[config.mk]
export PLATFORM = sky130hd
export DESIGN_NAME = vic_video
export DESIGN_NICKNAME = d
export VERILOG_FILES = /design/src/design/vic_pkg.sv /design/src/design/vic_video.sv /design/src/design/video_timing.sv /design/src/design/vram_addr_mux.sv
export SDC_FILE = /design/constraint.sdc
export NUM_CORES = 1
export LEC_CHECK = 0
export ABC_AREA = 1
export BUFFER_PORTS_ARGS = -buffer_cell sky130_fd_sc_hd__clkbuf_2
export CAP_MARGIN = 25
export CORE_MARGIN = 1
export CORE_UTILIZATION = 55
export DETAILED_ROUTE_END_ITERATION = 12
export GPL_TIMING_DRIVEN = 0
export HOLD_SLACK_MARGIN = 0.1
export PLACE_DENSITY = 0.93
export SLEW_MARGIN = 20
export SYNTH_ARGS = -nofsm -noshare
export SYNTH_HDL_FRONTEND = slang
export SYNTH_SLANG_ARGS = --single-unit
[constraint.sdc]
create_clock -name clk -period 2.9 [get_ports clk]
set_clock_uncertainty 0.15 [all_clocks]
set_input_delay 0.145 -clock clk [delete_from_list [all_inputs] [get_ports clk]]
set_output_delay 0.145 -clock clk [all_outputs]
set_load 0.005 [all_outputs]
[src/design/vic_pkg.sv]
// ====================================================================
// Video timing defaults, page address modes and the structs shared
// by the timing generator, the address multiplexer and the top level
// ====================================================================

package vic_pkg;

	// Horizontal raster in pixel steps
	// Line runs 0 to H_TOTAL, so 328 steps per line
	localparam logic [8:0] H_TOTAL_DEF       = 9'd327;
	// Blank rises on the step out of this count
	localparam logic [8:0] H_BLANK_START_DEF = 9'd255;
	// Sync window edges, also the line step point for the vertical count
	localparam logic [8:0] H_SYNC_START_DEF  = 9'd272;
	localparam logic [8:0] H_SYNC_END_DEF    = 9'd304;

	// Vertical raster in lines
	// Frame runs 0 to V_TOTAL, so 263 lines per frame
	localparam logic [8:0] V_TOTAL_DEF       = 9'd262;
	localparam logic [8:0] V_BLANK_START_DEF = 9'd224;
	// Blank drops on the line step out of this count
	localparam logic [8:0] V_BLANK_END_DEF   = 9'd0;
	localparam logic [8:0] V_SYNC_START_DEF  = 9'd236;
	localparam logic [8:0] V_SYNC_END_DEF    = 9'd240;

	// Horizontal count right after reset
	// Matches the original board, which powered up one pixel in
	localparam logic [8:0] H_COUNT_RESET     = 9'd1;

	// Page address source select, one code drives all six bits
	typedef enum logic [2:0] {
		MODE_CPU_LO    = 3'd0,
		MODE_CPU_HI    = 3'd1,
		MODE_HPOS      = 3'd2,
		MODE_VPOS      = 3'd3,
		MODE_DATA_LINE = 3'd4,
		MODE_COLUMN    = 3'd5,
		MODE_OFF6      = 3'd6,
		MODE_OFF7      = 3'd7
	} addr_mode_e;

	// Raster position and the four video flags, 22 bits
	typedef struct packed {
		logic [8:0] hcnt;
		logic [8:0] vcnt;
		logic       hsync;
		logic       vsync;
		logic       hblank;
		logic       vblank;
	} vic_timing_t;

	// CPU side of the board, 20 bits
	typedef struct packed {
		// Address bus
		logic [11:0] addr;
		// Data bus
		logic [7:0]  data;
	} cpu_bus_t;

endpackage

[src/design/vic_video.sv]
// ====================================================================
// Video subsystem top, raster timing feeding the RAM page address
// ====================================================================

`timescale 1ns/1ps

module vic_video
	import vic_pkg::*;
#(
	// Raster shape, defaults give the original 328 x 263
	parameter logic [8:0] H_TOTAL       = H_TOTAL_DEF,
	parameter logic [8:0] H_BLANK_START = H_BLANK_START_DEF,
	parameter logic [8:0] H_SYNC_START  = H_SYNC_START_DEF,
	parameter logic [8:0] H_SYNC_END    = H_SYNC_END_DEF,
	parameter logic [8:0] V_TOTAL       = V_TOTAL_DEF,
	parameter logic [8:0] V_BLANK_START = V_BLANK_START_DEF,
	parameter logic [8:0] V_BLANK_END   = V_BLANK_END_DEF,
	parameter logic [8:0] V_SYNC_START  = V_SYNC_START_DEF,
	parameter logic [8:0] V_SYNC_END    = V_SYNC_END_DEF
)
(
	input  logic        clk,
	input  logic        reset,
	// Pixel strobe from the dot clock section
	input  logic        src,
	// Column latch strobe from the CPU side
	input  logic        msb,
	input  addr_mode_e  mode,
	input  cpu_bus_t    cpu,
	// Counters and flags, one clock after the strobe edge
	output vic_timing_t timing,
	output logic [5:0]  ram_addr
);

	// Raster generator
	video_timing #(
		.H_TOTAL       (H_TOTAL),
		.H_BLANK_START (H_BLANK_START),
		.H_SYNC_START  (H_SYNC_START),
		.H_SYNC_END    (H_SYNC_END),
		.V_TOTAL       (V_TOTAL),
		.V_BLANK_START (V_BLANK_START),
		.V_BLANK_END   (V_BLANK_END),
		.V_SYNC_START  (V_SYNC_START),
		.V_SYNC_END    (V_SYNC_END)
	) i_video_timing (
		.clk    (clk),
		.reset  (reset),
		.src    (src),
		.timing (timing)
	);

	// Page address select
	// Reads the same timing word that leaves the top
	vram_addr_mux i_vram_addr_mux (
		.clk      (clk),
		.reset    (reset),
		.msb      (msb),
		.mode     (mode),
		.cpu      (cpu),
		.timing   (timing),
		.ram_addr (ram_addr)
	);

endmodule

[src/design/video_timing.sv]
// ====================================================================
// Pixel strobe edge detect, raster counters and sync/blank flags
// ====================================================================

`timescale 1ns/1ps

module video_timing
	import vic_pkg::*;
#(
	parameter logic [8:0] H_TOTAL       = H_TOTAL_DEF,
	parameter logic [8:0] H_BLANK_START = H_BLANK_START_DEF,
	parameter logic [8:0] H_SYNC_START  = H_SYNC_START_DEF,
	parameter logic [8:0] H_SYNC_END    = H_SYNC_END_DEF,
	parameter logic [8:0] V_TOTAL       = V_TOTAL_DEF,
	parameter logic [8:0] V_BLANK_START = V_BLANK_START_DEF,
	parameter logic [8:0] V_BLANK_END   = V_BLANK_END_DEF,
	parameter logic [8:0] V_SYNC_START  = V_SYNC_START_DEF,
	parameter logic [8:0] V_SYNC_END    = V_SYNC_END_DEF
)
(
	input  logic        clk,
	input  logic        reset,
	// Pixel strobe, one step per falling edge
	input  logic        src,
	output vic_timing_t timing
);

	// Previous strobe sample
	logic src_last;
	// One clock pulse on a strobe falling edge
	logic src_fall;
	// Horizontal count at end of line
	logic h_at_total;
	// Line step point, once per line
	logic line_step;
	// Vertical count at end of frame
	logic v_at_total;

	// Low now, high on the last clock
	assign src_fall   = !src && src_last;
	assign h_at_total = (timing.hcnt == H_TOTAL);
	// Vertical count moves at the start of horizontal sync
	assign line_step  = (timing.hcnt == H_SYNC_START);
	assign v_at_total = (timing.vcnt == V_TOTAL);

	// Edge history
	// Sampled every clock so the first edge after reset is clean
	always_ff @(posedge clk)
	begin
		src_last <= src;
	end

	// Counters and flags
	// All decisions use the count before the step
	always_ff @(posedge clk)
	begin
		if (reset)
		begin
			timing.hcnt   <= H_COUNT_RESET;
			timing.vcnt   <= 9'd0;
			timing.hsync  <= 1'b0;
			timing.vsync  <= 1'b0;
			timing.hblank <= 1'b0;
			timing.vblank <= 1'b0;
		end
		else if (src_fall)
		begin
			// Horizontal step with wrap
			if (h_at_total)
				timing.hcnt <= 9'd0;
			else
				timing.hcnt <= timing.hcnt + 9'd1;

			// Horizontal blank
			// Set entering the right border, cleared at line wrap
			if (timing.hcnt == H_BLANK_START)
				timing.hblank <= 1'b1;
			if (h_at_total)
				timing.hblank <= 1'b0;

			// Horizontal sync window
			if (line_step)
				timing.hsync <= 1'b1;
			if (timing.hcnt == H_SYNC_END)
				timing.hsync <= 1'b0;

			// Vertical side, one step per line
			if (line_step)
			begin
				if (v_at_total)
					timing.vcnt <= 9'd0;
				else
					timing.vcnt <= timing.vcnt + 9'd1;

				// Vertical blank
				// Covers the bottom border and the wrap line
				if (timing.vcnt == V_BLANK_START)
					timing.vblank <= 1'b1;
				if (timing.vcnt == V_BLANK_END)
					timing.vblank <= 1'b0;

				// Vertical sync, a few lines below the bottom
				if (timing.vcnt == V_SYNC_START)
					timing.vsync <= 1'b1;
				if (timing.vcnt == V_SYNC_END)
					timing.vsync <= 1'b0;
			end
		end
	end

endmodule

[src/design/vram_addr_mux.sv]
// ====================================================================
// CPU column latch and the mode-selected video RAM page address
// ====================================================================

`timescale 1ns/1ps

module vram_addr_mux
	import vic_pkg::*;
(
	input  logic        clk,
	input  logic        reset,
	// Column latch strobe, loads on rising edge
	input  logic        msb,
	input  addr_mode_e  mode,
	input  cpu_bus_t    cpu,
	input  vic_timing_t timing,
	// Page address to the external RAM
	output logic [5:0]  ram_addr
);

	// Previous latch strobe sample
	logic       msb_last;
	// High for one clock on a strobe rising edge
	logic       msb_rise;
	// Column register, upper five data bits
	logic [4:0] col;

	assign msb_rise = msb && !msb_last;

	// Strobe history, sampled every clock
	always_ff @(posedge clk)
	begin
		msb_last <= msb;
	end

	// Column load
	// New value shows on the address one clock after the edge
	always_ff @(posedge clk)
	begin
		if (reset)
			col <= 5'd0;
		else if (msb_rise)
			col <= cpu.data[7:3];
	end

	// Page address select
	// One select for all six bits, pure combinational path
	always_comb
	begin
		case (mode)
			// Straight CPU access, low half
			MODE_CPU_LO:
				ram_addr = cpu.addr[5:0];
			// Straight CPU access, high half
			MODE_CPU_HI:
				ram_addr = cpu.addr[11:6];
			// Character cell along the line
			// 8V on top, then 128H down to 8H
			MODE_HPOS:
				ram_addr = {timing.vcnt[3], timing.hcnt[7:3]};
			// Character row, 16V to 128V
			MODE_VPOS:
				ram_addr = {2'b00, timing.vcnt[7:4]};
			// Fetched code low bits with the line in cell
			MODE_DATA_LINE:
				ram_addr = {cpu.data[2:0], timing.vcnt[2:0]};
			// Latched column with the top bit forced
			MODE_COLUMN:
				ram_addr = {1'b1, col};
			// Unused codes park the bus at zero
			MODE_OFF6,
			MODE_OFF7:
				ram_addr = 6'd0;
			default:
				ram_addr = 6'd0;
		endcase
	end

endmodule

==> impl_metrics.env <==
export IMPL_synthCells=279
export IMPL_fin_setup_tns_ns=0
export IMPL_status="completed"
export IMPL_min_path_type="flip-flop to flip-flop"
export IMPL_synthSimpleGateAreaFrac_pct=38.28
export IMPL_hold_violations=0
export IMPL_mostFrequentLayoutCell="nand2_1"
export IMPL_period_needed_ns=1.880
export IMPL_grt_max_degree=11
export IMPL_fin_crit_sh_pct=64.83
export IMPL_drv_cap=0
export IMPL_cts_sinks=29
export IMPL_gp_congestion=0.9241
export IMPL_fp_dieW_um=58.76
export IMPL_finalMaxSlewViolations=0
export IMPL_grt_use_total_pct=30.91
export IMPL_rows=20
export IMPL_power_internal_uw=562.9
export IMPL_vias=2051
export IMPL_relSlewSlack_pct=69.85
export IMPL_synth_area_sq_um=1772
export IMPL_grt_pass1_wl_um=8073
export IMPL_seq_power_share_pct=54.2
export IMPL_fmax_mhz=531.9
export IMPL_holdPathEnd="i_vram_addr_mux.col[0]"
export IMPL_max_slew_worst_pin_slew_ns=0.4523
export IMPL_worstRegToRegCells=5
export IMPL_num_io_pins=55
export IMPL_fin_util_pct=73.44
export IMPL_combPwrFrac_pct=12.3
export IMPL_numCtsBuffers=5
export IMPL_clk_latency_ns=0.34
export IMPL_antenna_found_initial=0
export IMPL_crit_path_end_kind="flip-flop"
export IMPL_muxShareOfSynthArea_pct=0
export IMPL_design_core_area_sq_um=3053
export IMPL_yosys_warnings=0
export IMPL_cts_root_buf="clkbuf_4"
export IMPL_hpwl_um=3437
export IMPL_synth_top_family_by_area="simple AND/OR/NAND/NOR gates"
export IMPL_fin_nets=381
export IMPL_rsz0062_at_grt="false"
export IMPL_reg2reg_to="i_vram_addr_mux.col[4]"
export IMPL_synth_seq_cells=29
export IMPL_clock_power_share_pct=33.5
export IMPL_ys_types=26
export IMPL_cts_tree="built"
export IMPL_whs_path_depth=2
export IMPL_htreeDepth=2
export IMPL_area_growth_pct=26.55
export IMPL_fillCellCount=260
export IMPL_start_kind="primary input"
export IMPL_reg2reg_setup_slack_ns=1.17
export IMPL_synth_xor_area_share_pct=1.977
export IMPL_clk_pin_slew_ns=0.09
export IMPL_syn_nets=311
export IMPL_critPathRequiredTime_ns=2.98
export IMPL_routed_via_density=5.219
export IMPL_dr_pass1_iters=5
export IMPL_drt_total_wl_um=4828
export IMPL_crit_type="primary input to flip-flop"
export IMPL_drtAntennaViolNets=0
export IMPL_synth_compound_area_share_pct=11.16
export IMPL_grt_pass1_vias=1927
export IMPL_critPathMaxFanout=10
export IMPL_p_per_area_nw_per_um2=339.0
export IMPL_final_cell_mix="nand2_1 (60), clkbuf_2 (54), inv_1 (46)"
export IMPL_swShare_pct=25.96
export IMPL_avgSynthCellArea_sq_um=6.350
export IMPL_layout_drive_gt1_share_pct=21.20
export IMPL_dieArea_sq_um=3452
export IMPL_initial_core_util_pct=58.03
export IMPL_p_leak_uw=0.001089
export IMPL_drtIter0Drc=197
export IMPL_holdCritStartpoint="i_vram_addr_mux.col[0]"
export IMPL_detail_route_wl_per_cell_um=12.28
export IMPL_switching_power_uw=197.3
export IMPL_setup_viol=0
export IMPL_ys_seq_area_share_pct=32.77
export IMPL_worstReg2RegStart="i_vram_addr_mux.msb_last"
export IMPL_grt_remaining_overflow=0
export IMPL_remaining_drc_errors=0
export IMPL_peakVddDrop_mv=0.2417
export IMPL_crit_arrival_ns=1.96
export IMPL_antenna_cells=0
export IMPL_portBuffers=54
export IMPL_clockBufferDepth=2
export IMPL_die_h_um=58.76
export IMPL_synth_adder_area_share_pct=3.531
[power groups by stage]
stage	registers, uW	clock network (uW)	logic [uW]
finish	412	255	93.5
global route	413	278	104
CTS	412	260	90.6
detailed placement	421	0	80.6
global placement	421	0	78.8
floorplan	420	0	42.8
[per-layer routing]
metal	GRT usage, %	routed length, um
met1	36.83	1923
met2	51.95	2337
met3	8.132	460
met4	13.95	107
met5	0	0
[cell usage after synthesis (all sizes together)]
cell | number | area (sq um)
nand4 | 11 | 68.82
o21ai | 13 | 68.82
a21oi | 11 | 55.05
xnor2 | 1 | 8.760
ha | 5 | 62.56
xor2 | 3 | 26.28
clkinv | 1 | 3.750
o21a | 1 | 7.510
o2111ai | 1 | 8.760
nor3 | 5 | 25.02
nand3 | 28 | 145.1
o211ai | 1 | 7.510
inv | 47 | 176.4
nand2 | 62 | 237.7
nor2 | 47 | 201.4
buf | 3 | 30.03
o22ai | 8 | 50.05
dfxtp | 29 | 580.6
clkbuf | 2 | 7.510
[final cells by class]
type | instances | area (sq um) | share of cell area [%]
multi-input cells | 197 | 973.4 | 43.42
flip-flops and latches | 29 | 580.6 | 25.89
repair buffers | 63 | 360.3 | 16.07
inverters | 48 | 180.2 | 8.036
clock buffers | 7 | 55.05 | 2.455
well taps | 44 | 55.05 | 2.455
plain buffers | 5 | 37.54 | 1.674
[per-stage QoR]
step	area (sq um)	setup WS (ns)	std cells	power, uW	hold WS [ns]
floorplan	1772	1.525	279	463.0	0.02272
global placement	2097	1.379	377	499.4	0.1138
detailed placement	2097	1.344	377	501.4	0.1144
CTS	2242	1.100	393	762.5	0.2956
global route	2242	0.8891	393	795.4	0.3062
finish	2242	1.020	393	760.2	0.3078
[worst max path at each step]
stage	to	slack [ns]	cells past startpoint	start
3_5_place_dp	i_video_timing.timing[5]	1.34	7	i_video_timing.timing[4]
5_1_grt	i_vram_addr_mux.col[4]	0.89	8	msb
4_1_cts	i_vram_addr_mux.col[4]	1.10	8	msb
2_1_floorplan	i_video_timing.timing[12]	1.52	7	i_video_timing.timing[13]
3_3_place_gp	i_video_timing.timing[5]	1.38	7	i_video_timing.timing[4]
6_report	i_vram_addr_mux.col[4]	1.02	8	msb
[worst max-delay path: stages]
cell and delay [ns]:
dlygate4sd3_1 0.53, clkbuf_2 0.11, inv_1 0.03, nor2_1 0.09, clkinv_1 0.23, o21ai_0 0.21, dlygate4sd3_1 0.57, a21oi_1 0.04
[what timing repair did]
item	CTS	global route
endpoints found under the hold margin	15	0
gates resized for setup	0	0
setup buffers	0	0
hold buffers	9	0
[registers in the layout, summed over array words and instances, names as in the netlist]
register	cells
i_vram_addr_mux.msb_last	1
i_vram_addr_mux.col	5
i_video_timing.timing	22
i_video_timing.src_last	1
[cells by family after synthesis]
kind of cell               Yosys count
adders and majority gates            5
and+or+nand+nor                    153
buffers and inverters               53
AOI/OAI and AO/OA                   35
xor gates and xnor gates             4
DFF                                 29
(Power assumes the default switching activity.)
